**src/source/tower_pkg.sv**
```systemverilog
`default_nettype none

package tower_pkg;

	// screen geometry, 160x120 with coord = {x, y}
	localparam int SCREEN_W = 160;
	localparam int SCREEN_H = 120;
	localparam int X_W = 8;  // 0..159
	localparam int Y_W = 7;  // 0..119

	typedef logic [X_W+Y_W-1:0] coord_t;  // x in [14:7], y in [6:0]
	typedef logic [8:0] colour_t;         // rrr ggg bbb

	// tile grid
	localparam int GRID_W = 20;  // tiles across
	localparam int GRID_H = 15;  // tiles down

	// map memory, addr = y*160 + x
	localparam int MAP_ADDR_W = 15;
	localparam int MAP_DEPTH = SCREEN_W * SCREEN_H;  // 19200 entries

	// palette
	localparam colour_t BG_COLOUR = 9'b000_100_000;      // dark green field
	localparam colour_t CURSOR_COLOUR = 9'b111_111_000;  // yellow
	localparam colour_t TOWER_COLOUR = 9'b000_000_111;   // blue

	// player command, one pending at a time
	typedef enum logic [1:0] {
		CMD_NONE = 2'd0,
		CMD_DOWN = 2'd1,
		CMD_RIGHT = 2'd2,
		CMD_DRAW = 2'd3
	} cmd_e;

endpackage

`default_nettype wire

```
**src/source/pixel_credit_out.sv**
```systemverilog
`timescale 1ns/100ps
`default_nettype none

module pixel_credit_out #(
	parameter int QUEUE_DEPTH = 4,
	parameter int LINK_CREDITS = 2
) (
	input logic clk,
	input logic rst,
	input logic pix_push,
	input tower_pkg::coord_t pix_coord,
	input tower_pkg::colour_t pix_colour,
	output logic queue_room,  // two or more slots free
	input logic vga_credit,   // sink freed one pixel
	output logic vga_WriteEn,
	output tower_pkg::coord_t vga_coords,
	output tower_pkg::colour_t vga_colour
);

	localparam int PW = (QUEUE_DEPTH > 1) ? $clog2(QUEUE_DEPTH) : 1;
	localparam int CW = $clog2(QUEUE_DEPTH + 1);
	localparam int KW = $clog2(LINK_CREDITS + 1);

	tower_pkg::coord_t q_coord [QUEUE_DEPTH];
	tower_pkg::colour_t q_colour [QUEUE_DEPTH];
	logic [PW-1:0] wr_ptr, rd_ptr;
	logic [CW-1:0] count;    // entries held
	logic [KW-1:0] credits;  // pixels the sink can still take
	logic pop;

	function automatic logic [PW-1:0] ptr_next(input logic [PW-1:0] p);
		return (int'(p) == QUEUE_DEPTH - 1) ? '0 : p + 1'b1;
	endfunction

	assign pop = (count != '0) && (credits != '0);  // send head when sink has space
	assign vga_WriteEn = pop;
	assign vga_coords = q_coord[rd_ptr];
	assign vga_colour = q_colour[rd_ptr];
	assign queue_room = (int'(count) + 2 <= QUEUE_DEPTH);  // covers a push already in flight

	always_ff @(posedge clk) begin
		if (pix_push) begin
			q_coord[wr_ptr] <= pix_coord;
			q_colour[wr_ptr] <= pix_colour;
		end
	end

	always_ff @(posedge clk) begin
		if (rst) begin
			wr_ptr <= '0;
			rd_ptr <= '0;
			count <= '0;
			credits <= KW'(LINK_CREDITS);  // sink starts empty
		end else begin
			if (pix_push) wr_ptr <= ptr_next(wr_ptr);
			if (pop) rd_ptr <= ptr_next(rd_ptr);
			case ({pix_push, pop})
				2'b10: count <= count + 1'b1;
				2'b01: count <= count - 1'b1;
				default: count <= count;
			endcase
			case ({pop, vga_credit})
				2'b10: credits <= credits - 1'b1;
				2'b01: credits <= credits + 1'b1;
				default: credits <= credits;  // both or neither
			endcase
		end
	end

	// datapath must honour queue_room
	no_push_when_full: assert property (
		@(posedge clk) disable iff (rst) pix_push |-> (int'(count) < QUEUE_DEPTH)
	);

	// sink never returns more credits than it was given
	credit_bound: assert property (
		@(posedge clk) disable iff (rst) int'(credits) <= LINK_CREDITS
	);

endmodule

`default_nettype wire

```
**config.mk**
```make
export PLATFORM = sky130hd
export DESIGN_NAME = pixel_credit_out
export DESIGN_NICKNAME = d
export VERILOG_FILES = /design/src/source/tower_pkg.sv /design/src/source/pixel_credit_out.sv
export SDC_FILE = /design/constraint.sdc
export NUM_CORES = 1
export LEC_CHECK = 0
export BUFFER_PORTS_ARGS = -buffer_cell sky130_fd_sc_hd__buf_2
export CAP_MARGIN = 20
export CORE_UTILIZATION = 35
export CTS_BUF_LIST = sky130_fd_sc_hd__clkbuf_4
export CTS_CLUSTER_DIAMETER = 200
export DETAILED_ROUTE_END_ITERATION = 10
export HOLD_SLACK_MARGIN = 0.1
export RECOVER_POWER = 100
export SETUP_SLACK_MARGIN = 0.15
export SLEW_MARGIN = 30
export SYNTH_ARGS = -nofsm -noshare
export SYNTH_HDL_FRONTEND = slang
export SYNTH_SLANG_ARGS = --single-unit
```
**constraint.sdc**
```tcl
create_clock -name clk -period 2.8 [get_ports clk]
set_input_delay 0 -clock clk [delete_from_list [all_inputs] [get_ports clk]]
set_output_delay 0 -clock clk [all_outputs]
set_load 0.01 [all_outputs]
```
* After elaboration in Yosys (flattened, before gate mapping)
Memory sizes are Yosys's and may differ from the RTL's. A register that Yosys moved wholly into a read port is not among the register bits.
Cells that the tools add are included.
** Storage, ports and cells
- Flip-flop bits (word level) :: 9
- Word-level logic and storage cells :: 35
- Memories :: 2
- Output and inout port bits :: 26
- Input port bits :: 28
- RAM bits :: 96
** Memory list
- q_coord :: depth 4, width 15, rd ports 1, clocked after memory_dff 1, write ports 1, RTL line pixel_credit_out.sv:24 : tower_pkg::coord_t q_coord [QUEUE_DEPTH];
- q_colour :: depth 4, width 9, rd ports 1, clocked after memory_dff 1, write ports 1, RTL line pixel_credit_out.sv:25 : tower_pkg::colour_t q_colour [QUEUE_DEPTH];
** Operators by class
- Magnitude comparators :: 1
- Muxes and demuxes :: 10
- Reductions and logical operators :: 5
- Add/subtract/negate cells :: 7
- Equal/unequal tests :: 6
** Operators with widths (count)
- $mux 2 :: 6
- $eq 2x1->1 const B :: 4
- $add 2x1->2 const B :: 3
- $pmux 3 s2 :: 1
- $reduce_bool 2->1 :: 3
- $add 3x2->4 const B :: 1
- $eq 2x2->1 const B :: 2
- $le 4x3->1 const B :: 1
- $pmux 2 s2 :: 1
- $add 3x1->3 const B :: 1
- $reduce_bool 3->1 :: 1
- $sub 3x1->3 const B :: 1
- $mux 1 :: 2
- $sub 2x1->2 const B :: 1
- $logic_and 1x1->1 :: 1

* Logic depth before layout (Yosys ltp)
- Depth after elaboration :: 4
- Gate-level depth with buffers :: 7

* Worst setup path after synthesis
OpenSTA, ideal clock, no wires.
- Kind :: register to register
- From :: register count[0]
- To :: register count[2]
- Path slack :: 870 ps
- Library setup time :: 95 ps
- Data required time :: 2705 ps
- Path buffers :: 0
- Stages on the path, launching flop included :: 7
- Arrival :: 1835 ps
- Cell sequence :: dfxtp_1 > o32ai_4 > nor2_1 > fa_1 > o21ba_2 > a31oi_1 > a221oi_1
** On the way
- Longest elaborated chain between the ends :: 4
- Elaborated cells between the ends (all ways) :: 8
** Ends and longest elaborated chain
- start, declared :: RTL line pixel_credit_out.sv:27 : logic [CW-1:0] count;
- start signal, assigned :: RTL line pixel_credit_out.sv:58 : 2'b10: count <= count + 1'b1;
- start signal, assigned :: RTL line pixel_credit_out.sv:59 : 2'b01: count <= count - 1'b1;
- start signal, assigned :: RTL line pixel_credit_out.sv:60 : default: count <= count;
- branches (longest 4 deep; another with $sub 3x1->3)
Parallel ways; which one is timed is not known.
A chain may end at the register's enable or synchronous reset.

* Final worst setup path
- From :: register wr_ptr[0]
- To :: memory q_colour[3][6] (netlist name), enable pin
** RTL lines
- start, declared :: RTL line pixel_credit_out.sv:26 : logic [PW-1:0] wr_ptr, rd_ptr;
- start signal, assigned :: RTL line pixel_credit_out.sv:55 : if (pix_push) wr_ptr <= ptr_next(wr_ptr);
- end, declared :: RTL line pixel_credit_out.sv:25
No word-level cell before the write port.

==> run_results.csv <==
group,metric,value,unit
final_layout,drive_gt1_frac,0.1897,
synthesis,synth-seq-cells,107,
timing,slew_violations,0,
final_layout,fin_nets,321,
setup_path,crit_arrival,2.42,ns
route,via_per_inst,4.797,
timing,final.period_utilization,0.8377,
final_layout,seq_area,3104,sq um
route,wire_per_inst,16.26,um
setup_path,crit_family,"buffers and inverters",
placed_design,place.detailed.hpwl,4.447,mm
grt,grt_pass1_vias,2151,
timing,timing.fmax,426.3,MHz
timing,setup_violations,0,
synthesis,yosysWarnings,0,
job,maxCapViolations,0,
setup_path,required,2.87,ns
setup_path,r2r_cells,3,
grt,grt_max_degree,25,
final_layout,final_util,0.4296,
die,initial_core_util,0.3602,
synthesis,yosysTopAreaCell,"edfxtp_1",
synthesis,synth_area_per_cell,21.07,sq um
setup_path,regToRegSetupSlack,0.45,ns
status,outcome,"completed",
setup_path,worstSetupEndpointType,"register",
synthesis,syn_area,4130,sq um
setup_path,critPathKind,"register to register",
final_layout,antenna_cells,0,
clock_network,tritoncts,"built",
final_layout,area_delta_synth_final,19.27,%
clock_network,clockBufferDepth,2,
power_and_ir_drop,p_per_area,757.0,nW/um^2
timing,rsz0062_at_grt,"no",
die,io_pins,54,
setup_path,cpMaxStageDelayCell,"clkbuf_1",
synthesis,ys_seq_area_frac,0.7513,
route,firstDrtPassIters,4,
clock_network,cts.sinks,107,
power_and_ir_drop,leakage,1.593,nW
timing,max_slew_margin,0.1332,
power_and_ir_drop,vdd_drop_max,0.0004698,V
route,wl,7.040,mm
placed_design,numPortBuffers,53,
timing,worstMarginPinSlew,1.300,ns
die,core-area,11470,sq um
route,route.detailed.drc,0,
clock_network,cts-root-buf,"clkbuf_4",
power_and_ir_drop,finalPower,3.729,mW
clock_network,htreeDepth,3,
final_layout,fillers,1030,
setup_path,critPathLaunchType,"register",
clock_network,numCtsBuffers,9,
grt,grt_overflow,0,
setup_path,cp_num_cells,3,
timing,hold_violations,0,
route,ant_nets,0,
die,die_area,12240,sq um
grt,grt_pass1_wl,11.33,mm
route,drt_iter0_drc,81,
final_layout,multi_input_area,957.2,sq um
min_path,hp-class,"primary input to register",
timing,tns,0,ns
clock_network,clkSlewWorstSetupHoldPaths,0.16,ns
synthesis,synth_top_cell_area_share,0.6980,
setup_path,slowest_delay,0.99,ns
clock_network,clk_latency,0.46,ns
die,fp.dieW,110.6,um
setup_path,cp_max_fo,20,
grt,track_usage,0.1232,
synthesis,syn_inst,196,
timing,finClkSkew,0.01836,ns
timing,layout_setup_ws,0.4544,ns
placed_design,pre_cts_slack,0.7221,ns
synthesis,synth_fp_nets,232,
route,num_vias,2077,
synthesis,netlist-cell-type-count,36,
die,die_h,110.6,um
min_path,hold_depth,2,
die,fp-row-count,39,
synthesis,synth_area_leaders,"edfxtp_1 70%, mux4_2 13%, dfxtp_1 5.3%",
setup_path,crit_chain,"ha_1 -> and2_0 -> clkbuf_1",
grt,antenna_found_initial,0,
timing,fin_crit,2.346,ns
setup_path,crit_buf_inv,1,
placed_design,gp_congestion,0.7570,
## state kept, by name, indices dropped and copies added (netlist names), named ones only
register  cells
wr_ptr        2
credits       2
count         3
q_coord      60
rd_ptr        2
q_colour     36
## metrics by stage
step	instances	instance area [sq um]	hold slack, ns
after floorplan	196	4130	0.09887
after global placement	389	4586	0.2150
after detailed placement	389	4586	0.2184
after CTS	433	4996	0.2466
after global routing	433	4926	0.2924
final	433	4926	0.3298
## final timing paths
path / from / to
max: wr_ptr[0] / q_colour[3][6]
min: pix_coord[2] / q_coord[3][2]
max reg2reg: wr_ptr[0] / q_colour[3][6]
min reg2reg: rd_ptr[0] / rd_ptr[0]
## layout by cell type, fill, tap and decap left out, types with 2 or more instances in the layout
cell type / count
a21oi_1: 3
a31oi_1: 2
and2_0: 4
buf_2: 6
buf_4: 3
clkbuf_1: 50
clkbuf_4: 9
dfxtp_1: 10
dlygate4sd3_1: 28
edfxtp_1: 96
ha_1: 7
inv_1: 4
inv_6: 2
mux2i_1: 2
mux4_2: 24
nand3b_1: 2
nor2_1: 7
o21ai_0: 2
xnor2_1: 2
xor2_1: 2
## per-layer routing
layer / track usage / vias up / share of wire
met1: 0.1455 / 1050 / 0.43
met3: 0.04171 / 8 / 0.041
met2: 0.2083 / 47 / 0.52
li1: - / 972 / -
met4: 0.04533 / 0 / 0.013
met5: 0 / - / 0
## area by class of cell
type,count,area share
Tap cell,143,0.03632
Clock buffer,9,0.01372
Multi-Input combinational cell,75,0.1943
Sequential cell,107,0.6302
Inverter,4,0.003048
Timing Repair Buffer,88,0.1097
Clock inverter,7,0.01270
## report_power, final
part / switching (mW) / internal [mW] / total (mW)
sequential: 0.119 / 1.85 / 1.97
combinational: 0.505 / 0.532 / 1.04
clock: 0.520 / 0.201 / 0.720
total: 1.14 / 2.58 / 3.73
## Yosys cell counts
cell and n:
o21ai_0 2, clkbuf_1 1, fa_1 1, nor3_1 1, o211a_1 1, a221oi_1 1, a21oi_1 3, or3_2 1
or3_1 1, nor4bb_1 1, edfxtp_1 96, xnor2_1 2, nand3_1 1, nor2_1 7, dfxtp_1 11, xor2_1 2
buf_4 3, or3b_2 1, nor3b_1 1, nand3_2 1, ha_1 7, buf_1 1, a211oi_1 1, nand3b_1 2
a21o_1 1, o32ai_4 1, inv_1 4, a31oi_1 2, mux4_2 24, buf_2 5, mux2i_1 2, o22ai_1 1
and2_1 4, nand2_1 1, nor4b_1 1, o21ba_2 1
## cells by family after synthesis
family / Yosys count / synth area share
DFF: 107 / 0.7513
muxes: 26 / 0.1357
and+or+nand+nor: 23 / 0.03363
AOI/OAI and AO/OA: 14 / 0.02787
buffers and inverters: 14 / 0.01696
adders and majority gates: 8 / 0.02605
xor gates and xnor gates: 4 / 0.008484
## timing repair
action	in CTS	in global routing
endpoints found under the setup margin	0	0
hold endpoints to repair	107	0
buffers inserted	0	0
gates resized for setup	0	0
hold buffers	28	0
Power figures use the tool's default switching activity.
