`src/source/tower_pkg.sv`:
```
`default_nettype none

package tower_pkg;

	// screen geometry, 160x120 with coord = {x, y}
	localparam int SCREEN_W = 160;
	localparam int SCREEN_H = 120;
	localparam int X_W = 8;  // 0..159
	localparam int Y_W = 7;  // 0..119

	typedef logic [X_W+Y_W-1:0] coord_t;  // x in [14:7], y in [6:0]
	typedef logic [8:0] colour_t;         // rrr ggg bbb

	// tile grid
	localparam int GRID_W = 20;  // tiles across
	localparam int GRID_H = 15;  // tiles down

	// map memory, addr = y*160 + x
	localparam int MAP_ADDR_W = 15;
	localparam int MAP_DEPTH = SCREEN_W * SCREEN_H;  // 19200 entries

	// palette
	localparam colour_t BG_COLOUR = 9'b000_100_000;      // dark green field
	localparam colour_t CURSOR_COLOUR = 9'b111_111_000;  // yellow
	localparam colour_t TOWER_COLOUR = 9'b000_000_111;   // blue

	// player command, one pending at a time
	typedef enum logic [1:0] {
		CMD_NONE = 2'd0,
		CMD_DOWN = 2'd1,
		CMD_RIGHT = 2'd2,
		CMD_DRAW = 2'd3
	} cmd_e;

endpackage

`default_nettype wire

```
`src/source/datapath.sv`:
```
`timescale 1ns/100ps
`default_nettype none

module datapath #(
	parameter int TILE_SIZE = 8
) (
	input logic clk,
	input logic rst,
	input logic top_left,
	input logic erase_square,
	input logic move_right,
	input logic move_down,
	input logic check_valid,
	input logic draw_square,
	input logic draw_tower,
	input logic queue_room,
	input tower_pkg::colour_t map_colour,  // one cycle after map_rd_addr
	output logic [tower_pkg::MAP_ADDR_W-1:0] map_rd_addr,
	output logic [tower_pkg::MAP_ADDR_W-1:0] map_wr_addr,
	output logic map_wr,
	output logic pix_push,
	output tower_pkg::coord_t pix_coord,
	output tower_pkg::colour_t pix_colour,
	output logic square_done,
	output logic valid,
	output logic tower_done
);

	localparam int TW = $clog2(TILE_SIZE);  // bits per in-tile axis
	localparam int GXW = $clog2(tower_pkg::GRID_W);
	localparam int GYW = $clog2(tower_pkg::GRID_H);
	localparam int XW = tower_pkg::X_W;
	localparam int YW = tower_pkg::Y_W;
	localparam int AW = tower_pkg::MAP_ADDR_W;

	logic [GXW-1:0] tile_x;
	logic [GYW-1:0] tile_y;
	logic [2*TW-1:0] scan_cnt;  // {row, col} within the tile
	logic scan_go;              // a pixel is issued this cycle
	logic [XW-1:0] x_pix;
	logic [YW-1:0] y_pix;
	logic [AW-1:0] pix_addr;

	// issue stage, pushed one cycle later
	logic push_q, erase_q, tower_q, tower_last_q, check_q;
	tower_pkg::coord_t coord_q;
	tower_pkg::colour_t colour_q;
	logic [AW-1:0] addr_q;

	assign scan_go = (erase_square | draw_square | draw_tower) && queue_room;
	assign square_done = scan_go && (scan_cnt == '1);

	assign x_pix = XW'(int'(tile_x) * TILE_SIZE + int'(scan_cnt[TW-1:0]));
	assign y_pix = YW'(int'(tile_y) * TILE_SIZE + int'(scan_cnt[2*TW-1:TW]));
	assign pix_addr = AW'(int'(y_pix) * tower_pkg::SCREEN_W + int'(x_pix));
	assign map_rd_addr = pix_addr;  // counter is 0 outside scans, so top-left for check

	// cursor tile, wraps at grid edge
	always_ff @(posedge clk) begin
		if (rst || top_left) begin
			tile_x <= '0;
			tile_y <= '0;
		end else if (move_right) begin
			tile_x <= (int'(tile_x) == tower_pkg::GRID_W - 1) ? '0 : tile_x + 1'b1;
		end else if (move_down) begin
			tile_y <= (int'(tile_y) == tower_pkg::GRID_H - 1) ? '0 : tile_y + 1'b1;
		end
	end

	// raster scan, rolls back to 0 on the last pixel
	always_ff @(posedge clk) begin
		if (rst || top_left) scan_cnt <= '0;
		else if (scan_go) scan_cnt <= scan_cnt + 1'b1;
	end

	always_ff @(posedge clk) begin
		if (rst) begin
			push_q <= 1'b0;
			tower_q <= 1'b0;
			tower_last_q <= 1'b0;
			check_q <= 1'b0;
		end else begin
			push_q <= scan_go;
			tower_q <= scan_go && draw_tower;
			tower_last_q <= square_done && draw_tower;
			check_q <= check_valid;
		end
	end

	// pixel payload
	always_ff @(posedge clk) begin
		erase_q <= erase_square;
		coord_q <= {x_pix, y_pix};
		addr_q <= pix_addr;
		colour_q <= draw_tower ? tower_pkg::TOWER_COLOUR : tower_pkg::CURSOR_COLOUR;
	end

	assign pix_push = push_q;
	assign pix_coord = coord_q;
	assign pix_colour = erase_q ? map_colour : colour_q;  // erase restores from map

	// tower goes into the map alongside its push
	assign map_wr = push_q && tower_q;
	assign map_wr_addr = addr_q;

	// top-left pixel decides whether the tile already holds a tower
	assign valid = check_q && (map_colour != tower_pkg::TOWER_COLOUR);
	assign tower_done = tower_last_q || (check_q && (map_colour == tower_pkg::TOWER_COLOUR));

endmodule

`default_nettype wire

```
`config.mk`:
```
export PLATFORM = sky130hd
export DESIGN_NAME = datapath
export DESIGN_NICKNAME = d
export VERILOG_FILES = /design/src/source/tower_pkg.sv /design/src/source/datapath.sv
export SDC_FILE = /design/constraint.sdc
export NUM_CORES = 1
export LEC_CHECK = 0
export BUFFER_PORTS_ARGS = -buffer_cell sky130_fd_sc_hd__buf_2
export CORE_MARGIN = 5
export CORE_UTILIZATION = 54
export CTS_BUF_LIST = sky130_fd_sc_hd__clkbuf_8
export CTS_CLUSTER_SIZE = 28
export DETAILED_ROUTE_END_ITERATION = 12
export GPL_TIMING_DRIVEN = 0
export PLACE_DENSITY = 0.87
export SLEW_MARGIN = 10
export SYNTH_ARGS = -nofsm -noshare
export SYNTH_HDL_FRONTEND = slang
export SYNTH_SLANG_ARGS = --single-unit
```
`constraint.sdc`:
```
create_clock -name clk -period 6.8 [get_ports clk]
set_input_delay 0.68 -clock clk [delete_from_list [all_inputs] [get_ports clk]]
set_output_delay 0.68 -clock clk [all_outputs]
set_load 0.05 [all_outputs]
```
Word-level counts from Yosys, hierarchy flattened:

Index checks and enable logic that the tools add are counted.

* word-level logic and storage cells: 40
* bits of input ports: 19
* output and inout bits: 59
* register bits: 59

* mux-type cells: 4
* bitwise gates (word level): 3
* equal/unequal tests: 5
* reductions and logical operators: 10
* $mul: 1
* $add $sub $neg: 6

Operator list (number)
* $mux 9: 2
* $add 15x8->15: 1
* $mul 7x3->10 const B: 1
* $eq 9x3->1 const B: 1
* $ne 9x3->1 const B: 1
* $add 8x3->8: 1
* $add 7x3->7: 1
* $logic_and 1x1->1: 7
* $add 6x1->6 const B: 1
* $eq 6x6->1 const B: 1
* $add 5x1->5 const B: 1
* $eq 5x5->1 const B: 1
* $mux 5: 1
* $add 4x1->4 const B: 1
* $eq 4x2->1 const B: 1
* $mux 4: 1
* $logic_or 1x1->1: 2
* $or 1x1->1: 2
* $reduce_and 2->1: 1
* $not 1->1: 1

Longest topological paths before layout:

* depth after elaboration: 5
* mapped depth: 7
* gate-level depth less buffers: 7

Least setup slack after synthesis:

Ideal clock, no wire load.

* kind: register -> output
* start: register tile_y[0]
* end: output map_rd_addr[14] (netlist bit)
* arrival: 3176 ps
* setup slack: 2944 ps
* buffers on the path: 0
* required time: 6120 ps
* cell stages (with the launch flop): 8
* path through: dfxtp_1 ha_1 ha_1 fa_1 xor2_1 o21ai_1 or4_4 o41ai_2

* cells in the longest elaborated chain, start to end: 3

Ends and longest elaborated chain
* from (decl): RTL line datapath.sv:37 `logic [GYW-1:0] tile_y;`
* from (signal assigned): RTL line datapath.sv:66 `tile_y <= (int'(tile_y) == tower_pkg::GRID_H - 1) ? '0 : tile_y + 1'b1;`
* $add 7x3->7: RTL line datapath.sv:54 `assign y_pix = YW'(int'(tile_y) * TILE_SIZE + int'(scan_cnt[2*TW-1:TW]));`
* $mul 7x3->10: RTL line datapath.sv:55 `assign pix_addr = AW'(int'(y_pix) * tower_pkg::SCREEN_W + int'(x_pix));`
* $add 15x8->15: RTL line datapath.sv:55
* to (decl): RTL line datapath.sv:18 `output logic [tower_pkg::MAP_ADDR_W-1:0] map_rd_addr,`

No other way between the ends.

Worst setup path in the final report:

Same ends and word-level chain as after synthesis.

==> results.yml <==
global_route:
  grt_pass1_wl_um: 7340
  grt_start_max_net_pins: 15
  grt_usage: 0.175
  antenna_found_initial: 0
  first_global_vias: 1674
  grt.overflow.total: 0
yosys:
  yosysUniqueCellTypes: 43
  synthFlopType: "dfxtp_1"
  synthArstFlopShare: 0
  syn-num-nets: 246
  ys_ff_latch: 47
  syn_inst: 210
  ys_top_cells_by_area: "dfxtp_1 (46%), ha_1 (9.2%), nand2_1 (4.8%)"
  yosysTopAreaCell: "dfxtp_1"
  yosysWarnings: 0
  synth-edff-count: 0
  synth_most_common_cell: "dfxtp_1"
  synth.top_cell.area_share: 0.461
  synth_common_cells: "dfxtp_1 (47), nand2_1 (26), nor2_1 (22)"
  syn_area_um2: 2040
  syn_area_per_cell_um2: 9.71
  seq_area_frac_synth: 0.461
sta:
  tns_ns: 0
  slew_headroom: 0.704
  worst_pin_slew_ns: 0.444
  min_period_ns: 3.99
  drv_slew: 0
  max_freq_mhz: 250
  final_hold_viol_count: 0
  finalWorstSetupSlack_ns: 2.81
  min_period_over_period: 0.587
  setup_viol: 0
  fin_skew_ns: 0.00307
  rsz0062_at_grt: "no"
setup_path:
  r2r_cells: 7
  reg2reg_setup_slack_ns: 4.00
  path_max_fanout: 10
  cp.arrival_ns: 3.31
  r2r-start: "tile_y[0]$_SDFFE_PP0P_"
  endpoint_kind: "output port"
  r2r-end: "map_wr_addr[14]$_DFF_P_"
  critical_path_required_ns: 6.12
  start_kind: "register"
  worst-setup-path-type: "register to output port"
flow_run:
  drv_cap: 0
route:
  viasPerCell: 5.04
  wl_per_cell_um: 12.2
  vias: 1724
  dr.pass1.iters: 4
  ant_nets: 0
  drc: 0
  routed_wl_um: 4170
  drt_iter0_drc: 78
floorplanning:
  rows: 22
  dieArea_um2: 5110
  ioPinCount: 78
  die_x_um: 71.5
  die_y_um: 71.5
  initial_core_util: 0.557
  core-area_um2: 3660
clock_tree:
  cts_buffer_depth: 2
  postCtsResizedCells: 0
  cts_root_buffer: "clkbuf_8"
  hold_buffers: 0
  clock_latency_ns: 0.30
  cts.clk_slew.worst_paths_ns: 0.08
  cts_tree: "done"
  cts_setup_buffers: 0
  cts_sinks: 47
  h-tree-depth: 2
  cts_buffers: 5
run_status:
  status: "finished clean"
hold_path:
  holdPathEnd: "pix_coord[6]$_DFF_P_"
  holdPathStages: 0
  hp-class: "register to register"
  hp-start: "tile_y[3]$_SDFFE_PP0P_"
placed_design:
  place_congestion: 0.781
  detailedPlace.worstSlack_ns: 3.19
  io_buffers: 76
  dpl.hpwl_um: 3250
power_and_ir_drop:
  p_leak_uw: 0.00136
  ir_drop_mv: 0.188
  powerDensity_nw_per_um2: 204
layout:
  final_nets: 329
  num-fill-cells: 287
  syn2layout_area_growth_pct: 26.7
  insertedDiodeCount: 0
  multi_input_area_um2: 986
  drive_gt1_frac: 0.350
  regArea_um2: 941
==> critical path, stage by stage (launching register included) <==
cell and delay [ns]:
dfxtp_1 0.51, ha_1 0.30, ha_1 0.24, fa_1 0.43, xor2_1 0.27, o21ai_1 0.13, or4_4 0.45, o41ai_2 0.37
buf_2 0.32
==> sequential cells by signal, summed over array words and instances, names as in the netlist <==
signal and flops:
map_wr_addr 15, pix_coord 10, scan_cnt 6, tile_x 5, tile_y 4, colour_q 2
check_q 1, erase_q 1, pix_push 1, tower_last_q 1, tower_q 1
==> per-layer routing <==
layer	routed length, um	part of all wire	track usage
met1	1670	0.40	0.206
met2	2040	0.49	0.303
met3	429	0.10	0.0659
met4	31	0.0074	0.0376
met5	0	0	0
==> cells by family after synthesis <==
| kind of cell | count (synthesis) | share of synthesized area |
|---|---|---|
| AO/OA/AOI/OAI | 32 | 0.107 |
| XOR/XNOR | 16 | 0.0755 |
| adder cells (fa/ha/maj) | 17 | 0.112 |
| buffers and inverters | 20 | 0.0552 |
| flip-flops | 47 | 0.461 |
| multiplexers | 2 | 0.00982 |
| AND/OR/NAND/NOR | 76 | 0.179 |
==> layout by cell type (no fill, tap or decap), drive strengths merged, types with 2 or more instances in the layout <==
| cell type | n |
|---|---|
| a21o | 2 |
| dfxtp | 47 |
| or2 | 3 |
| a211oi | 2 |
| and3 | 2 |
| nand3 | 2 |
| nand4 | 3 |
| nor3 | 3 |
| xor2 | 6 |
| buf | 86 |
| a21oi | 9 |
| nor2b | 3 |
| nor2 | 22 |
| xnor2 | 9 |
| o21ai | 8 |
| ha | 15 |
| a311oi | 2 |
| nand2 | 26 |
| nor4 | 2 |
| fa | 2 |
| clkbuf | 11 |
| inv | 6 |
| mux2i | 2 |
| nand2b | 3 |
==> area by class of cell <==
type,instances,area share
sequential,47,0.364
inverter,6,0.00872
clock buffer,7,0.0373
timing repair buffer,76,0.147
multi-input combinational,143,0.382
tap,48,0.0232
buffer,14,0.0349
clock inverter,1,0.00291
==> report_power, final <==
part,switching [uW],internal [uW],total (uW)
registers,2.75,279,282
clock network,89.1,92.4,181
logic,46.5,17.7,64.2
total,138,389,528
==> through the flow <==
| step | cells | area (um^2) | utilization | hold slack [ns] | total power (uW) |
|---|---|---|---|---|---|
| after detailed placement | 334 | 2480 | 0.677 | 0.368 | 353 |
| after global placement | 334 | 2480 | 0.677 | 0.361 | 352 |
| after CTS | 342 | 2580 | 0.706 | 0.380 | 532 |
| after floorplan | 210 | 2040 | - | 0.353 | 335 |
| after global routing | 342 | 2580 | 0.706 | 0.399 | 551 |
| final | 342 | 2580 | 0.706 | 0.377 | 528 |
==> worst max path at each step <==
| stage | start | endpoint | cells after the start |
|---|---|---|---|
| 2_1_floorplan | tile_y[0]$_SDFFE_PP0P_ | map_rd_addr[14] | 7 |
| 3_3_place_gp | tile_y[0]$_SDFFE_PP0P_ | map_rd_addr[14] | 8 |
| 3_5_place_dp | tile_y[0]$_SDFFE_PP0P_ | map_rd_addr[14] | 8 |
| 4_1_cts | tile_y[0]$_SDFFE_PP0P_ | map_rd_addr[14] | 8 |
| 5_1_grt | tile_y[0]$_SDFFE_PP0P_ | map_rd_addr[14] | 8 |
| 6_report | tile_y[0]$_SDFFE_PP0P_ | map_rd_addr[14] | 8 |
(Power assumes the default switching activity.)
