===== src/source/tower_pkg.sv =====
`default_nettype none

package tower_pkg;

	// screen geometry, 160x120 with coord = {x, y}
	localparam int SCREEN_W = 160;
	localparam int SCREEN_H = 120;
	localparam int X_W = 8;  // 0..159
	localparam int Y_W = 7;  // 0..119

	typedef logic [X_W+Y_W-1:0] coord_t;  // x in [14:7], y in [6:0]
	typedef logic [8:0] colour_t;         // rrr ggg bbb

	// tile grid
	localparam int GRID_W = 20;  // tiles across
	localparam int GRID_H = 15;  // tiles down

	// map memory, addr = y*160 + x
	localparam int MAP_ADDR_W = 15;
	localparam int MAP_DEPTH = SCREEN_W * SCREEN_H;  // 19200 entries

	// palette
	localparam colour_t BG_COLOUR = 9'b000_100_000;      // dark green field
	localparam colour_t CURSOR_COLOUR = 9'b111_111_000;  // yellow
	localparam colour_t TOWER_COLOUR = 9'b000_000_111;   // blue

	// player command, one pending at a time
	typedef enum logic [1:0] {
		CMD_NONE = 2'd0,
		CMD_DOWN = 2'd1,
		CMD_RIGHT = 2'd2,
		CMD_DRAW = 2'd3
	} cmd_e;

endpackage

`default_nettype wire


===== src/source/control_towerplacer.sv =====
`timescale 1ns/100ps
`default_nettype none

module control_towerplacer (
	input logic clk,
	input logic rst,
	input tower_pkg::cmd_e cmd,
	input logic cmd_valid,
	input logic square_done,  // last pixel of the scan issued
	input logic valid,        // tile free, one cycle after check
	input logic tower_done,   // tower finished or rejected
	input logic queue_room,
	output logic cmd_take,
	output logic top_left,
	output logic erase_square,
	output logic move_right,
	output logic move_down,
	output logic check_valid,
	output logic draw_square,
	output logic draw_tower
);

	typedef enum logic [3:0] {
		S_TOP,         // home the cursor after reset
		S_DRAW,        // cursor scan
		S_IDLE,        // wait for a command
		S_ERASE,       // restore old tile from map
		S_MOVE,        // step one tile
		S_CHECK,       // read tile top-left from map
		S_CHECK_WAIT,  // map data arrives here
		S_TOWER,       // tower scan, also written to map
		S_TOWER_WAIT   // wait for tower_done after the last push
	} state_e;

	state_e state, state_next;
	logic dir_right;  // direction of the move in progress

	assign cmd_take = (state == S_IDLE) && cmd_valid && queue_room;

	always_comb begin
		state_next = state;
		case (state)
			S_TOP: state_next = S_DRAW;
			S_DRAW: if (square_done) state_next = S_IDLE;
			S_IDLE: begin
				if (cmd_take) begin
					case (cmd)
						tower_pkg::CMD_DOWN,
						tower_pkg::CMD_RIGHT: state_next = S_ERASE;
						tower_pkg::CMD_DRAW: state_next = S_CHECK;
						default: state_next = S_IDLE;  // none, just consumed
					endcase
				end
			end
			S_ERASE: if (square_done) state_next = S_MOVE;
			S_MOVE: state_next = S_DRAW;
			S_CHECK: state_next = S_CHECK_WAIT;
			S_CHECK_WAIT: state_next = valid ? S_TOWER : S_IDLE;  // occupied tile is rejected
			S_TOWER: if (square_done) state_next = S_TOWER_WAIT;
			S_TOWER_WAIT: if (tower_done) state_next = S_IDLE;
			default: state_next = S_TOP;
		endcase
	end

	always_ff @(posedge clk) begin
		if (rst) begin
			state <= S_TOP;
			dir_right <= 1'b0;
		end else begin
			state <= state_next;
			if (cmd_take) dir_right <= (cmd == tower_pkg::CMD_RIGHT);  // latch with take
		end
	end

	// phase strobes straight from state
	assign top_left = (state == S_TOP);
	assign draw_square = (state == S_DRAW);
	assign erase_square = (state == S_ERASE);
	assign move_right = (state == S_MOVE) && dir_right;
	assign move_down = (state == S_MOVE) && !dir_right;
	assign check_valid = (state == S_CHECK);
	assign draw_tower = (state == S_TOWER);

	// datapath relies on at most one phase at a time
	phase_onehot: assert property (
		@(posedge clk) disable iff (rst)
		$onehot0({top_left, erase_square, move_right, move_down,
			check_valid, draw_square, draw_tower})
	);

endmodule

`default_nettype wire


===== config.mk =====
export PLATFORM = sky130hd
export DESIGN_NAME = control_towerplacer
export DESIGN_NICKNAME = d
export VERILOG_FILES = /design/src/source/tower_pkg.sv /design/src/source/control_towerplacer.sv
export SDC_FILE = /design/constraint.sdc
export NUM_CORES = 1
export LEC_CHECK = 0
export BUFFER_PORTS_ARGS = -buffer_cell sky130_fd_sc_hd__buf_2
export CAP_MARGIN = 10
export CORE_AREA = 2 2 39 41
export DETAILED_ROUTE_END_ITERATION = 10
export DIE_AREA = 0 0 41 43
export PLACE_DENSITY = 0.6
export SLEW_MARGIN = 10
export SYNTH_ARGS = -nofsm -noshare
export SYNTH_HDL_FRONTEND = slang
export SYNTH_SLANG_ARGS = --single-unit

===== constraint.sdc =====
create_clock -name clk -period 1.3 [get_ports clk]
set_clock_uncertainty 0.1 [all_clocks]
set_input_delay 0.39 -clock clk [delete_from_list [all_inputs] [get_ports clk]]
set_output_delay 0.39 -clock clk [all_outputs]
set_load 0.1 [all_outputs]

=== After elaboration in Yosys (flattened, before gate mapping) ===
Cells that the tools add are included.

* Eq/ne operators: 16
* Multiplexer cells: 8
* Reduce and logical (&&, ||, !) cells: 9

{| class="wikitable"
|+ Operators by type and width
! cell !! count
|-
| 4-bit one-hot mux with 8 select lines || 1
|-
| 4-bit two-way mux || 5
|-
| 4-bit by 3-bit equality test with 1-bit output (second input constant) || 4
|-
| 2-bit inequality test (second input constant) || 5
|-
| 4-bit by 2-bit equality test with 1-bit output (second input constant) || 2
|-
| 3-bit one-hot mux with 2 select lines || 1
|-
| 5-bit AND reduction || 1
|-
| 2-bit equality test (second input constant) || 2
|-
| 4-bit by 1-bit equality test with 1-bit output (second input constant) || 1
|-
| 4-bit equality test (second input constant) || 1
|-
| 1-bit logical AND || 4
|-
| 4-bit zero test || 1
|-
| 2-bit OR reduction || 2
|-
| 3-bit two-way mux || 1
|-
| 2-bit by 1-bit equality test with 1-bit output (second input constant) || 1
|-
| 1-bit zero test || 1
|}

* Register bits after elaboration: 5
* Input port bits: 9
* Word-level logic and storage cells: 35

=== Depth between registers and ports, before layout ===
* Word-level depth: 5
* Gate-level depth with buffers: 5

=== Worst setup path before layout ===
No wires, ideal clock.

* Kind: reg-to-output
* From: register state[3]
* To: output move_down
* Data arrival time: 3.734 ns
* Data required time: 0.810 ns
* Setup slack: -2.924 ns
* Stages on the path, launching flop included: 4
* Buffers on the path: 1
* Cell sequence: dfxtp_1 -> buf_2 -> nor2_1 -> nor4b_1

* Word-level cells in the longest chain between the ends: 2

{| class="wikitable"
|+ RTL lines
! item !! RTL line !! RTL
|-
| start: declaration || control_towerplacer.sv:35 || <nowiki>state_e state, state_next;</nowiki>
|-
| start signal: assignment || control_towerplacer.sv:70 || <nowiki>state <= state_next;</nowiki>
|-
| 4-bit by 3-bit equality test with 1-bit output || control_towerplacer.sv:80 || <nowiki>assign move_down = (state == S_MOVE) && !dir_right;</nowiki>
|-
| 1-bit logical AND || control_towerplacer.sv:80 ||
|-
| end: declaration || control_towerplacer.sv:17 || <nowiki>output logic move_down,</nowiki>
|}

Every way passes these cells.

=== Worst setup path after layout ===
* From: register state[0]
* To: output cmd_take

* Word-level cells in the longest chain between the ends: 3

{| class="wikitable"
|+ RTL lines
! item !! RTL line !! RTL
|-
| 4-bit by 2-bit equality test with 1-bit output || control_towerplacer.sv:38 || <nowiki>assign cmd_take = (state == S_IDLE) && cmd_valid && queue_room;</nowiki>
|-
| 1-bit logical AND (2 in series) || control_towerplacer.sv:38 ||
|-
| end: declaration || control_towerplacer.sv:13 || <nowiki>output logic cmd_take,</nowiki>
|}

Every way passes these cells.

==> metrics.md <==
| Metric | Value |
|---|---|
| Max Cap Violations | `0` |
| Weighted congestion at the end of routability-driven global placement | `0.8285` |
| Number of iterations in the first detailed-routing pass | `4` |
| Layout overhead on the synthesized area | `164.1%` |
| Number of instances in the synthesized netlist | `55` |
| Classification of the worst setup path | `register to output port` |
| Clock Root Buffer | `sky130_fd_sc_hd__clkbuf_4` |
| CP top delay family | `simple AND/OR/NAND/NOR gates` |
| Number of instances in the placed design | `106` |
| H-tree levels | `1` |
| Aggregate routed wire length | `1868 um` |
| Worst vdd ir | `1135 uV` |
| Row count | `14` |
| Number of flip-flops and latches in the synthesized netlist | `5` |
| Path type of the worst min-delay path | `primary input to register` |
| Maximum fanout along the worst path | `6` |
| Number of antenna-violating nets in the routed design | `0` |
| Cell Chain, Critical Path | `nor4b_4 -> and2b_4 -> buf_12` |
| Hold violation total from the final report | `0` |
| DRC violation count after routing | `0` |
| Slew @ Worst Pin | `0.3231 ns` |
| Category of the worst setup path launch point | `register` |
| Core Footprint | `1384 um2` |
| Die Area | `1763 um2` |
| Pwr Density | `1659 nW/um2` |
| Syn_nets | `64` |
| Die height | `43 um` |
| Final number of max-transition violations | `0` |
| Total congestion overflow after global routing | `0` |
| Headroom to the max-slew limit | `0.7846` |
| Number of vias per cell after detailed routing | `5.336` |
| Slowest-stage cell, CP | `sky130_fd_sc_hd__dfxtp_4` |
| CP bufs+invs | `1` |
| Worst-skew pair later-pin latency | `0.24 ns` |
| Final Util | `0.7975` |
| Req. time, crit path | `0.81 ns` |
| Horizontal die dimension | `41 um` |
| Avg Cell Area, Syn | `7.598 um2` |
| WL per Instance | `16.53 um` |
| Synth unique cells | `30` |
| Share of the clock period used by the worst path | `1.375` |
| Violations in the final reports | `negative setup slack` |
| Antenna fix cells | `0` |
| Clk sinks | `5` |
| Initial antenna violation count | `0` |
| Fin crit period | `1.787 ns` |
| Leakage power | `0.4254 nW` |
| Clock Path Buffers | `2` |
| Clk pin slew, worst setup/hold paths | `0.04 ns` |
| Via count of the first global-routing pass | `589` |
| Final Power | `1.831 mW` |
| IO Pins | `17` |
| Share of post-route cells with drive strength above 1 | `0.7938` |
| # setup viols final | `13` |
| Stage delay of the slowest cell on the critical path | `0.37 ns` |
| Run status | `complete, but fails checks` |
| Vias post-DR | `603` |
| Critical path data arrival time | `1.30 ns` |
| Total GRT Usage | `0.2369` |
| Share of the yosys chip area belonging to registers | `0.2395` |
| Sum of net half-perimeters after detailed placement | `1079 um` |
| # hold bufs at CTS | `0` |
| Cell area after synthesis | `417.9 um2` |
| Global-route wire length before repair | `2829 um` |
| Setup repair after global routing missed its margin | `true` |
| Capturing element type of the critical path | `output port` |
| Port Buffers | `16` |
| Initial core utilization | `0.3020` |
| Upper clock frequency limit | `559.6 MHz` |
| Cell Count, Final, Fillers Out | `113` |
| Smallest setup slack after layout | `-0.4869 ns` |
| DR iter-0 viols | `22` |
| Syn. warnings | `0` |
| Number of nets at the end of the flow | `107` |
| Pin count of the biggest net entering global routing | `9` |
| TritonCTS clock tree | `yes` |
| Cts bufs inserted | `3` |
[stage by stage]
step | hold slack [ns] | setup slack (ns) | setup TNS, ns | instance area [um2]
CTS | 0.2736 | -0.4779 | -3.750 | 1059
floorplan | 0.3584 | -0.7670 | -4.798 | 521.8
global route | 0.2955 | -0.5300 | -4.612 | 1104
detailed placement | 0.4763 | -0.2901 | -2.570 | 875.8
global placement | 0.4622 | -0.2808 | -2.280 | 875.8
finish | 0.2955 | -0.4869 | -3.963 | 1104
[timing repair]
item | in CTS | in global routing
pin swaps | 14 | 6
gates resized for setup | 30 | 10
endpoints found under the setup margin | 13 | 13
buffers inserted | 3 | 2
[sequential cells by signal (all words and copies together) (netlist names)]
name / cells
state: 4
dir_right: 1
[report_power, final]
part           leakage (nW)  switching [mW]  total, mW  internal (mW)
clock                0.0150          0.0634      0.179          0.116
sequential           0.0436          0.0685      0.259          0.191
combinational         0.367           0.739       1.39          0.653
[path summary, 6_finish.rpt]
check,start,end,slack [ns],cells after the start
setup / recovery,state[0],cmd_take,-0.49,3
hold / removal,rst,state[3],0.30,2
setup reg to reg,state[0],state[0],-0.18,6
hold reg to reg,dir_right,dir_right,0.49,2
[synthesized netlist by cell type]
cell / n / area share
sky130_fd_sc_hd__o2bb2ai_1: 1 / 0.021
sky130_fd_sc_hd__nor2b_1: 2 / 0.030
sky130_fd_sc_hd__inv_1: 1 / 0.0090
sky130_fd_sc_hd__nor2_1: 5 / 0.045
sky130_fd_sc_hd__nand2_1: 4 / 0.036
sky130_fd_sc_hd__nor4b_2: 1 / 0.036
sky130_fd_sc_hd__or3_1: 1 / 0.015
sky130_fd_sc_hd__and4_1: 1 / 0.021
sky130_fd_sc_hd__o21ai_0: 1 / 0.012
sky130_fd_sc_hd__nand4_1: 1 / 0.015
sky130_fd_sc_hd__a21oi_1: 2 / 0.024
sky130_fd_sc_hd__nor3_1: 5 / 0.060
sky130_fd_sc_hd__dfxtp_1: 5 / 0.24
sky130_fd_sc_hd__nor4b_1: 1 / 0.021
sky130_fd_sc_hd__nor4_1: 2 / 0.030
sky130_fd_sc_hd__o21bai_1: 1 / 0.018
sky130_fd_sc_hd__a311oi_1: 2 / 0.042
sky130_fd_sc_hd__a211oi_1: 1 / 0.018
sky130_fd_sc_hd__nand2b_1: 3 / 0.045
sky130_fd_sc_hd__a2111oi_2: 1 / 0.036
sky130_fd_sc_hd__a31oi_1: 2 / 0.030
sky130_fd_sc_hd__buf_6: 1 / 0.027
sky130_fd_sc_hd__nor3b_1: 1 / 0.018
sky130_fd_sc_hd__buf_2: 3 / 0.036
sky130_fd_sc_hd__a32o_2: 1 / 0.027
sky130_fd_sc_hd__inv_2: 2 / 0.018
sky130_fd_sc_hd__and2b_1: 1 / 0.018
sky130_fd_sc_hd__o21a_1: 1 / 0.018
sky130_fd_sc_hd__o21ai_1: 1 / 0.012
sky130_fd_sc_hd__mux2i_1: 1 / 0.024
[worst register-to-register path: stages (launching register included)]
cell	delay, ns
sky130_fd_sc_hd__dfxtp_4	0.37
sky130_fd_sc_hd__buf_6	0.15
sky130_fd_sc_hd__nor2b_2	0.16
sky130_fd_sc_hd__buf_4	0.15
sky130_fd_sc_hd__a31oi_4	0.15
sky130_fd_sc_hd__o2bb2ai_2	0.09
sky130_fd_sc_hd__o21a_1	0.20
[routing by layer]
layer  vias to the layer above  GRT usage  wire length (um)
met3                         4    0.02618                61
li1                        290          -                 -
met1                       285     0.3248               790
met4                         0     0.1267                38
met5                         -          0                 0
met2                        24     0.3469               977
[cell families (layout without fill, tap and decap cells)]
logic type             count (synthesis)  count (layout)  share of synthesized area
AND/OR/NAND/NOR                       28              28                     0.3892
AO/OA/AOI/OAI                         14              14                     0.2575
buffers and inverters                  7              49                    0.08981
flip-flops                             5               5                     0.2395
multiplexers                           1               1                    0.02395
[area by class of cell]
| cell class | count | area [um2] |
|---|---|---|
| Multi-Input combinational cell | 43 | 488.0 |
| Inverter | 3 | 13.76 |
| Sequential cell | 5 | 115.1 |
| Fill cell | 75 | 280.3 |
| Tap cell | 16 | 20.02 |
| Timing Repair Buffer | 42 | 440.4 |
| Clock buffer | 4 | 26.28 |
[cell usage in the layout, fill, tap and decap left out, types with 3 or more instances in the layout]
| cell type | Yosys | routed |
|---|---|---|
| sky130_fd_sc_hd__buf_12 | 0 | 8 |
| sky130_fd_sc_hd__buf_2 | 3 | 8 |
| sky130_fd_sc_hd__buf_4 | 0 | 15 |
| sky130_fd_sc_hd__buf_6 | 1 | 10 |
| sky130_fd_sc_hd__clkbuf_4 | 0 | 3 |
| sky130_fd_sc_hd__dfxtp_4 | 0 | 4 |
| sky130_fd_sc_hd__nand2_1 | 4 | 3 |
| sky130_fd_sc_hd__nor2_4 | 0 | 3 |
Power figures use the tool's default switching activity.
