===== src/source/tower_pkg.sv =====
`default_nettype none

package tower_pkg;

	// screen geometry, 160x120 with coord = {x, y}
	localparam int SCREEN_W = 160;
	localparam int SCREEN_H = 120;
	localparam int X_W = 8;  // 0..159
	localparam int Y_W = 7;  // 0..119

	typedef logic [X_W+Y_W-1:0] coord_t;  // x in [14:7], y in [6:0]
	typedef logic [8:0] colour_t;         // rrr ggg bbb

	// tile grid
	localparam int GRID_W = 20;  // tiles across
	localparam int GRID_H = 15;  // tiles down

	// map memory, addr = y*160 + x
	localparam int MAP_ADDR_W = 15;
	localparam int MAP_DEPTH = SCREEN_W * SCREEN_H;  // 19200 entries

	// palette
	localparam colour_t BG_COLOUR = 9'b000_100_000;      // dark green field
	localparam colour_t CURSOR_COLOUR = 9'b111_111_000;  // yellow
	localparam colour_t TOWER_COLOUR = 9'b000_000_111;   // blue

	// player command, one pending at a time
	typedef enum logic [1:0] {
		CMD_NONE = 2'd0,
		CMD_DOWN = 2'd1,
		CMD_RIGHT = 2'd2,
		CMD_DRAW = 2'd3
	} cmd_e;

endpackage

`default_nettype wire


===== src/source/tower_cmd_capture.sv =====
`timescale 1ns/100ps
`default_nettype none

module tower_cmd_capture (
	input logic clk,
	input logic rst,
	input logic go_down,      // one-cycle request pulses
	input logic go_right,
	input logic go_draw,
	input logic enable_draw,  // level, gates all requests
	input logic cmd_take,     // control has accepted the pending command
	output tower_pkg::cmd_e cmd,
	output logic cmd_valid
);

	tower_pkg::cmd_e req_cmd;  // winner among this cycle's pulses
	logic req_any;

	assign req_any = go_down | go_right | go_draw;

	// draw beats right beats down
	always_comb begin
		if (go_draw) begin
			req_cmd = tower_pkg::CMD_DRAW;
		end else if (go_right) begin
			req_cmd = tower_pkg::CMD_RIGHT;
		end else if (go_down) begin
			req_cmd = tower_pkg::CMD_DOWN;
		end else begin
			req_cmd = tower_pkg::CMD_NONE;
		end
	end

	// single entry holding register
	always_ff @(posedge clk) begin
		if (rst) begin
			cmd_valid <= 1'b0;
			cmd <= tower_pkg::CMD_NONE;
		end else if (cmd_take) begin
			cmd_valid <= 1'b0;  // empty again next cycle
			cmd <= tower_pkg::CMD_NONE;
		end else if (!cmd_valid && enable_draw && req_any) begin
			cmd_valid <= 1'b1;
			cmd <= req_cmd;
		end
		// anything else is dropped while busy or disabled
	end

	// control may only take what is actually pending
	take_needs_valid: assert property (
		@(posedge clk) disable iff (rst) cmd_take |-> cmd_valid
	);

endmodule

`default_nettype wire


===== config.mk =====
export PLATFORM = sky130hd
export DESIGN_NAME = tower_cmd_capture
export DESIGN_NICKNAME = d
export VERILOG_FILES = /design/src/source/tower_pkg.sv /design/src/source/tower_cmd_capture.sv
export SDC_FILE = /design/constraint.sdc
export NUM_CORES = 1
export LEC_CHECK = 0
export BUFFER_PORTS_ARGS = -buffer_cell sky130_fd_sc_hd__buf_4
export CAP_MARGIN = 20
export CORE_AREA = 2 2 39 41
export CTS_CLUSTER_DIAMETER = 80
export DETAILED_ROUTE_END_ITERATION = 16
export DIE_AREA = 0 0 41 43
export GPL_TIMING_DRIVEN = 1
export PLACE_DENSITY_LB_ADDON = 0.05
export SYNTH_ARGS = -nofsm -noshare
export SYNTH_HDL_FRONTEND = slang
export SYNTH_SLANG_ARGS = --single-unit

===== constraint.sdc =====
create_clock -name clk -period 1.71 [get_ports clk]
set_input_delay 0.342 -clock clk [delete_from_list [all_inputs] [get_ports clk]]
set_output_delay 0.342 -clock clk [all_outputs]
set_load 0.03 [all_outputs]

# After elaboration in Yosys (flattened, before gate mapping)

Index checks and enable logic that the tools add are counted.

Word-level logic and storage cells: 11
Bits of input ports: 7
Output and inout port bits: 3
Bits in registers: 3

Reduce and logical (&&, ||, !) cells: 4
Bitwise gates (word level): 2
Muxes and demuxes: 3

Operators by type and width:

| operator           | number |
|---|---|
| 2-bit 2-to-1 mux   | 2 |
| 1-bit logical AND  | 2 |
| 1-bit bitwise OR   | 2 |
| 2-bit OR reduction | 1 |
| 1-bit logical NOT  | 1 |
| 1-bit 2-to-1 mux   | 1 |

# Logic depth before layout (Yosys ltp)

Gate-level depths: netlist of run 1.

Depth in word-level cells: 3
Depth in mapped cells: 3
Depth with buffers taken out: 3

# Least setup slack after synthesis of run 1

No wires, ideal clock.

Kind: register to register
Start point: reg cmd_valid
End point: reg cmd[1]
Clock period less this slack: 1.090 ns
Data required time: 1.624 ns
Path buffers: 0
Stages on the path, launching flop included: 4
Setup time: 0.086 ns
Data arrival time: 1.005 ns
Slack: 0.620 ns
Cells stage by stage: dfxtp_1 nor2b_4 a21bo_2 a211oi_1

Cells in the longest elaborated chain, start to end: 3

Ends and longest elaborated chain:

| item                            | RTL line                | RTL |
|---|---|---|
| start, declared                 | tower_cmd_capture.sv:13 | `output logic cmd_valid` |
| start signal, assigned          | tower_cmd_capture.sv:37 | `cmd_valid <= 1'b0;` |
| start signal, assigned          | tower_cmd_capture.sv:40 | `cmd_valid <= 1'b0;` |
| start signal, assigned          | tower_cmd_capture.sv:43 | `cmd_valid <= 1'b1;` |
| 1-bit logical NOT               | tower_cmd_capture.sv:42 | `end else if (!cmd_valid && enable_draw && req_any) begin` |
| 1-bit logical AND (2 in series) | tower_cmd_capture.sv:42 |  |
| end signal, assigned            | tower_cmd_capture.sv:38 | `cmd <= tower_pkg::CMD_NONE;` |
| end signal, assigned            | tower_cmd_capture.sv:41 | `cmd <= tower_pkg::CMD_NONE;` |
| end signal, assigned            | tower_cmd_capture.sv:44 | `cmd <= req_cmd;` |
| end, declared                   | tower_cmd_capture.sv:12 | `output tower_pkg::cmd_e cmd,` |

No other way between the ends.
A chain may end at the register's enable or synchronous reset.

# Worst setup path after layout of run 1

Start point: reg cmd_valid
End point: out cmd_valid

No word-level cell between the ends.

==> impl_metrics.yaml, run 1 <==
outcome:
  outcome: "finished, final reports clean"
sta:
  setup_violations: 0
  skew_ns: 0.00621
  slew_viol_final: 0
  fin_tns_setup_ns: 0
  tightest_slew_ns: 0.252
  fin_crit_sh_pct: 66.5
  fin_crit_ns: 1.14
  clock.fmax_ghz: 0.880
  hold_violations: 0
  rsz0062_at_grt: "no"
  slew_headroom_pct: 83.2
final_layout:
  diodes: 0
  finalNetCount: 35
  drive_gt1_share_pct: 63.0
  area_growth_syn_to_layout_pct: 76.5
synth:
  synth_cell_types: 12
  synth_area_per_cell_um2: 10.6
  synth_seq_cells: 3
  synthSimpleGateAreaFrac_pct: 25.2
  netlist_instances: 14
  yosys_warnings: 0
  synth_area_um2: 149
  syn_nets: 21
  yosys.area_share.xor_xnor_pct: 0
  ys_seq_area_share_pct: 40.3
  synthAdderAreaFrac_pct: 0
  synth_compound_area_share_pct: 34.5
  post_synth_mux_area_share_pct: 0
  synth_top_family_by_area: "compound AO/OA/AOI/OAI gates"
floorplan:
  die_h_um: 43
  die_x_um: 41
  core_area_mm2: 0.00138
  dieArea_mm2: 0.00176
  ios: 10
  start_util_pct: 10.8
  fp-row-count: 14
pwr:
  power.density_mw_per_mm2: 923
  pwr-share-comb_pct: 17.1
  power_switching_share_pct: 24.6
  peakVddDrop_v: 0.000241
  clockPowerShare_pct: 51.5
  p_int_uw: 183
  p_seq_share_pct: 31.4
  p_sw_uw: 59.8
  finalPower_uw: 243
  p_leak_nw: 0.109
clock_network:
  cts_root_buf: "clkbuf_4"
  clock_latency_ns: 0.23
  post_cts_buffers: 0
  htree_levels: 1
  cts.clk_slew.worst_paths_ns: 0.04
  cts_buffers: 3
  cts_tree: "done"
  clock_sinks: 3
  clk_path_buf_depth: 2
  ctsHoldBuffers: 0
  cts-resized-gates: 0
grt:
  gr-usage-all-layers_pct: 5.91
  grt_pass1_vias: 186
  grt.overflow.total: 0
  antenna_found_initial: 0
  grt_start_max_net_pins: 5
  grt_pass1_wl_um: 621
routing:
  routedWlPerCell_um: 9.28
  firstDrtPassIters: 1
  drt-vias-per-instance: 3.51
  drcViolationCount: 0
  wl_um: 399
  ant_nets: 0
  dr.first_iter.drc_count: 0
  vias: 151
critical_path:
  critical_path_peak_fanout: 3
  cp_num_buf_inv: 1
  cp-start-kind: "flop"
  cp-end-kind: "output port"
  slowest_stage: "dfxtp_1"
  crit_chain: "buf_4"
  crit_type: "reg -> out"
  required_ns: 1.37
  slowest_delay_ns: 0.38
  cp.arrival_ns: 0.79
  cpLargestDelayFamily: "flip-flops"
placed_design:
  gp_congestion: 0.571
  port_buffers: 9
min_path:
  hold_class: "in -> reg"
flow_run:
  maxCapViolations: 0
==> metrics by stage <==
| stage | utilization [%] | worst slack (ns) | instances | area [µm²] | hold slack, ns |
|---|---|---|---|---|---|
| floorplan | - | 0.620 | 14 | 149 | 0.411 |
| finish | 19.0 | 0.573 | 43 | 263 | 0.287 |
| global placement | 17.1 | 0.517 | 39 | 236 | 0.535 |
| CTS | 19.0 | 0.556 | 43 | 263 | 0.279 |
| detailed placement | 17.1 | 0.543 | 39 | 236 | 0.532 |
| global route | 19.0 | 0.545 | 43 | 263 | 0.289 |
==> kinds of logic (layout without fill, tap and decap cells) <==
family	count (synthesis)	after routing
simple gates	5	5
buf+inv	0	13
flops	3	3
compound gates	6	6
==> final cells by class <==
cell class	count	area, µm²
well taps	16	20.0
clock buffers	4	26.3
flip-flops and latches	3	60.1
fillers	159	1120
repair buffers	9	67.6
multi-input cells	11	88.8
==> power by group through the flow <==
| stage | sequential (mW) | combinational [mW] | clock, mW |
|---|---|---|---|
| global placement | 0.0773 | 0.0425 | 0 |
| detailed placement | 0.0773 | 0.0419 | 0 |
| finish | 0.0761 | 0.0416 | 0.125 |
| floorplan | 0.0835 | 0.0141 | 0 |
| CTS | 0.0761 | 0.0421 | 0.132 |
| global route | 0.0764 | 0.0449 | 0.135 |
==> cell usage in the layout, fill, tap and decap left out <==
| master | n |
|---|---|
| nor3_1 | 1 |
| a2111oi_2 | 1 |
| a21oi_2 | 1 |
| a211oi_1 | 1 |
| nor2b_1 | 1 |
| or2_2 | 1 |
| clkbuf_1 | 1 |
| or3_1 | 1 |
| nor2b_4 | 1 |
| o21ai_0 | 1 |
| clkbuf_4 | 3 |
| a21oi_1 | 1 |
| a21bo_2 | 1 |
| dfxtp_1 | 3 |
| buf_4 | 9 |
==> worst paths after layout <==
kind                                             start             endpoint  slack [ns]  cells past startpoint
worst max-delay path            cmd_valid$_SDFFE_PP0P_            cmd_valid        0.57                      1
worst min-delay path                          cmd_take  cmd[0]$_SDFFE_PP0P_        0.29                      2
worst max register to register  cmd_valid$_SDFFE_PP0P_  cmd[0]$_SDFFE_PP0P_        0.72                      3
worst min register to register     cmd[0]$_SDFFE_PP0P_  cmd[0]$_SDFFE_PP0P_        0.54                      2
==> cells in the mapped netlist, drive strengths merged <==
cell type  n  area share [%]
a2111oi    1              10
a211oi     1             5.0
a21bo      1             6.7
a21oi      2             9.2
dfxtp      3              40
nor2b      2              13
nor3       1             3.4
o21ai      1             3.4
or2        1             4.2
or3        1             4.2
==> sequential cells by signal (all words and copies together), names as in the netlist <==
register and cells:
cmd 2, cmd_valid 1
==> routing by layer <==
| layer | vias up | global-route usage, % | share of wire [%] |
|---|---|---|---|
| met2 | 7 | 6.56 | 40 |
| li1 | 81 | - | - |
| met3 | 0 | 3.66 | 15 |
| met1 | 63 | 6.05 | 46 |
| met5 | - | 0 | 0 |
| met4 | 0 | 8.00 | 0 |
Note: power is estimated with default switching activity, not from simulation.
==> run 2: changes to the inputs <==
==> constraint.sdc (replaced) <==
create_clock -name clk -period 1.1 [get_ports clk]
set_input_delay 0.22 -clock clk [delete_from_list [all_inputs] [get_ports clk]]
set_output_delay 0.22 -clock clk [all_outputs]
set_load 0.03 [all_outputs]
==> impl_metrics.yaml, run 2 (synthesized netlist as in run 1, its figures left out) <==
placed_design:
  dp_slack_ns: 0.0741
  port_buffers: 9
  gp_congestion: 0.582
grt:
  grt_pass1_vias: 160
  gr-usage-all-layers_pct: 6.31
  grt_pass1_wl_um: 648
  grt.overflow.total: 0
  grt_start_max_net_pins: 5
  antenna_found_initial: 0
critical_path:
  crit_cells: 1
  reg2reg_from: "cmd_valid$_SDFFE_PP0P_"
  cp_num_buf_inv: 1
  slowest_delay_ns: 0.38
  crit_chain: "buf_4"
  cp-start-kind: "flop"
  slowest_stage: "dfxtp_1"
  cp.arrival_ns: 0.79
  cpLargestDelayFamily: "flip-flops"
  rrSetupSlack_ns: 0.12
  r2r_end: "cmd[0]$_SDFFE_PP0P_"
  reg2reg_depth: 3
  cp-end-kind: "output port"
  critical_path_peak_fanout: 3
  crit_type: "reg -> out"
  startpoint: "cmd_valid$_SDFFE_PP0P_"
  required_ns: 0.88
final_layout:
  drive_gt1_share_pct: 63.0
  largest_reg_flops: 2
  finalNetCount: 35
  area_growth_syn_to_layout_pct: 76.5
  postLayoutCoreUtil_pct: 19.0
  final_common_cell: "buf_4"
  regMostFlops: "cmd"
  final.fill_count: 158
  diodes: 0
  final_cell_mix: "buf_4, clkbuf_4, dfxtp_1"
  largestRegisters: "cmd: 2 flops, cmd_valid: 1 flops"
clock_network:
  clk_path_buf_depth: 2
  ctsHoldBuffers: 0
  cts-resized-gates: 0
  clock_latency_ns: 0.24
  cts_buffers: 3
  htree_levels: 1
  post_cts_buffers: 0
  cts_root_buf: "clkbuf_4"
  cts_tree: "done"
  clock_sinks: 3
  cts.clk_slew.worst_paths_ns: 0.04
sta:
  slew_headroom_pct: 83.2
  skew_ns: 0.00654
  setup_violations: 0
  hold_violations: 0
  fin_crit_sh_pct: 92.1
  slew_viol_final: 0
  rsz0062_at_grt: "no"
  clock.fmax_ghz: 0.988
  setup_ws_ns: 0.0874
  tightest_slew_ns: 0.252
  fin_crit_ns: 1.01
  fin_tns_setup_ns: 0
pwr:
  p_leak_nw: 0.109
  finalPower_uw: 380
  power.density_mw_per_mm2: 1450
  peakVddDrop_v: 0.000272
floorplan:
  core_area_mm2: 0.00138
  die_x_um: 41
  fp-row-count: 14
  die_h_um: 43
  start_util_pct: 10.8
  dieArea_mm2: 0.00176
  ios: 10
min_path:
  hold_class: "in -> reg"
  min_from: "cmd_take"
  hold_path_depth: 2
  hold_path_end: "cmd[0]$_SDFFE_PP0P_"
routing:
  drt-vias-per-instance: 3.77
  dr.first_iter.drc_count: 0
  ant_nets: 0
  firstDrtPassIters: 1
  vias: 162
  drcViolationCount: 0
  routedWlPerCell_um: 9.21
  wl_um: 396
outcome:
  outcome: "finished, final reports clean"
flow_run:
  maxCapViolations: 0
==> run 2: cell counts in the layout (fill, tap and decap cells not counted) <==
Identical to the previous run, type by type.
==> run 2: power by group <==
| part | switching, mW | internal (mW) |
|---|---|---|
| Clock | 0.0611 | 0.136 |
| Combinational | 0.0306 | 0.0337 |
| Sequential | 0.00364 | 0.114 |
==> run 2: cell type report <==
cell class	instances	area [µm²]	share of cell area, %
tap	16	20.0	7.62
multi-input combinational	11	88.8	33.8
clock buffer	4	26.3	10.0
timing repair buffer	9	67.6	25.7
sequential	3	60.1	22.9
==> run 2: stage by stage <==
stage	std cells	hold slack, ns	instance area [µm²]
2_1_floorplan	14	0.289	149
3_3_place_gp	39	0.417	236
3_5_place_dp	39	0.407	236
4_1_cts	43	0.153	263
5_1_grt	43	0.158	263
6_report	43	0.161	263
==> run 2: metal layers <==
| layer | up-vias | wire [µm] | share of wire, % | global-route usage, % |
|---|---|---|---|---|
| li1 | 80 | - | - | - |
| met5 | - | 0 | 0 | 0 |
| met1 | 71 | 159 | 40 | 7.03 |
| met4 | 0 | 4 | 1.0 | 8.00 |
| met2 | 9 | 165 | 42 | 5.94 |
| met3 | 2 | 67 | 17 | 5.24 |
==> run 2: worst max path at each step <==
| stage | to | slack [ns] |
|---|---|---|
| after floorplan | cmd[1]$_SDFFE_PP0P_ | 0.01 |
| after global placement | cmd_valid$_SDFFE_PP0P_ | 0.08 |
| after detailed placement | cmd_valid$_SDFFE_PP0P_ | 0.07 |
| after CTS | cmd_valid | 0.07 |
| after global routing | cmd_valid | 0.06 |
| final | cmd_valid | 0.09 |
==> run 3: changes to the inputs <==
--- a/config.mk
+++ b/config.mk
@@ -7,10 +7,10 @@
 export LEC_CHECK = 0
 export BUFFER_PORTS_ARGS = -buffer_cell sky130_fd_sc_hd__buf_4
 export CAP_MARGIN = 20
-export CORE_AREA = 2 2 39 41
+export CORE_AREA = 4 4 41 43
 export CTS_CLUSTER_DIAMETER = 80
 export DETAILED_ROUTE_END_ITERATION = 16
-export DIE_AREA = 0 0 41 43
+export DIE_AREA = 0 0 45 47
 export GPL_TIMING_DRIVEN = 1
 export PLACE_DENSITY_LB_ADDON = 0.05
 export SYNTH_ARGS = -nofsm -noshare
==> impl_metrics.yaml, run 3 (synthesized netlist as in run 1, its figures left out) <==
outcome:
  outcome: "finished, final reports clean"
floorplan:
  start_util_pct: 11.4
  dieArea_mm2: 0.00212
  fp-row-count: 13
  die_h_um: 47
  core_area_mm2: 0.00130
  ios: 10
  die_x_um: 45
pwr:
  finalPower_uw: 377
  peakVddDrop_v: 0.000412
  power.density_mw_per_mm2: 1440
  p_leak_nw: 0.109
clock_network:
  ctsHoldBuffers: 0
  clk_path_buf_depth: 2
  cts_buffers: 3
  clock_latency_ns: 0.23
  cts.clk_slew.worst_paths_ns: 0.04
  cts_root_buf: "clkbuf_4"
  clock_sinks: 3
  post_cts_buffers: 0
  cts_tree: "done"
  cts-resized-gates: 0
  htree_levels: 1
critical_path:
  cp-end-kind: "output port"
  cp-start-kind: "flop"
  slowest_stage: "dfxtp_1"
  slowest_delay_ns: 0.38
  crit_type: "reg -> out"
  cp.arrival_ns: 0.80
  crit_cells: 1
  reg2reg_from: "cmd_valid$_SDFFE_PP0P_"
  required_ns: 0.88
  crit_chain: "buf_4"
  cpLargestDelayFamily: "flip-flops"
  critical_path_peak_fanout: 3
  cp_num_buf_inv: 1
  startpoint: "cmd_valid$_SDFFE_PP0P_"
  reg2reg_depth: 3
final_layout:
  regMostFlops: "cmd"
  final_cell_mix: "buf_4, clkbuf_4, dfxtp_1"
  fin_cells: 42
  drive_gt1_share_pct: 63.0
  largest_reg_flops: 2
  final_area_um2: 262
  final.fill_count: 156
  postLayoutCoreUtil_pct: 20.1
  largestRegisters: "cmd: 2 flops, cmd_valid: 1 flops"
  final_common_cell: "buf_4"
  diodes: 0
  area_growth_syn_to_layout_pct: 75.6
  finalNetCount: 35
sta:
  skew_ns: 0.00334
  tightest_slew_ns: 0.250
  fin_crit_ns: 1.02
  slew_headroom_pct: 83.3
  setup_violations: 0
  setup_ws_ns: 0.0818
  hold_slack_ns: 0.164
  fin_tns_setup_ns: 0
  fin_crit_sh_pct: 92.6
  hold_violations: 0
  slew_viol_final: 0
  rsz0062_at_grt: "no"
  clock.fmax_ghz: 0.982
placed_design:
  dp_cells: 38
  dp_slack_ns: 0.0704
  gp_congestion: 0.629
  port_buffers: 9
  place_area_um2: 235
routing:
  firstDrtPassIters: 2
  vias: 149
  drt-vias-per-instance: 3.55
  wl_um: 409
  routedWlPerCell_um: 9.74
  dr.first_iter.drc_count: 3
  ant_nets: 0
  drcViolationCount: 0
flow_run:
  maxCapViolations: 0
grt:
  met3_usage_pct: 4.21
  grt_start_max_net_pins: 5
  grt_pass1_wl_um: 607
  gr-usage-all-layers_pct: 4.74
  grt.overflow.total: 0
  grt_use_met1_pct: 4.32
  grt.busiest_layer: "met4"
  use_met2_pct: 5.08
  grt_pass1_vias: 167
  antenna_found_initial: 0
min_path:
  hold_path_depth: 2
  min_from: "cmd_take"
  hold_class: "in -> reg"
-- run 3: worst paths after layout --
| check | endpoint | slack (ns) |
|---|---|---|
| min reg2reg | cmd[0]$_SDFFE_PP0P_ | 0.53 |
| max | cmd_valid | 0.08 |
| max reg2reg | cmd[0]$_SDFFE_PP0P_ | 0.12 |
| min | cmd[0]$_SDFFE_PP0P_ | 0.16 |
-- run 3: per-layer routing --
metal  share of wire, %  up-vias
li1                   -       79
met1                 47       63
met2                 40        7
met5                  0        -
met4                  0        0
met3                 13        0
-- run 3: layout make-up --
class	instances	area [µm²]	share of cell area [%]
tap	15	18.8	7.18
multi-input combinational	11	88.8	34.0
clock buffer	4	26.3	10.0
timing repair buffer	9	67.6	25.8
sequential	3	60.1	23.0
-- run 3: where the power goes --
group | total [mW] | switching (mW) | internal [mW]
sequential | 0.118 | 0.00376 | 0.115
clock | 0.195 | 0.0588 | 0.136
combinational | 0.0636 | 0.0300 | 0.0336
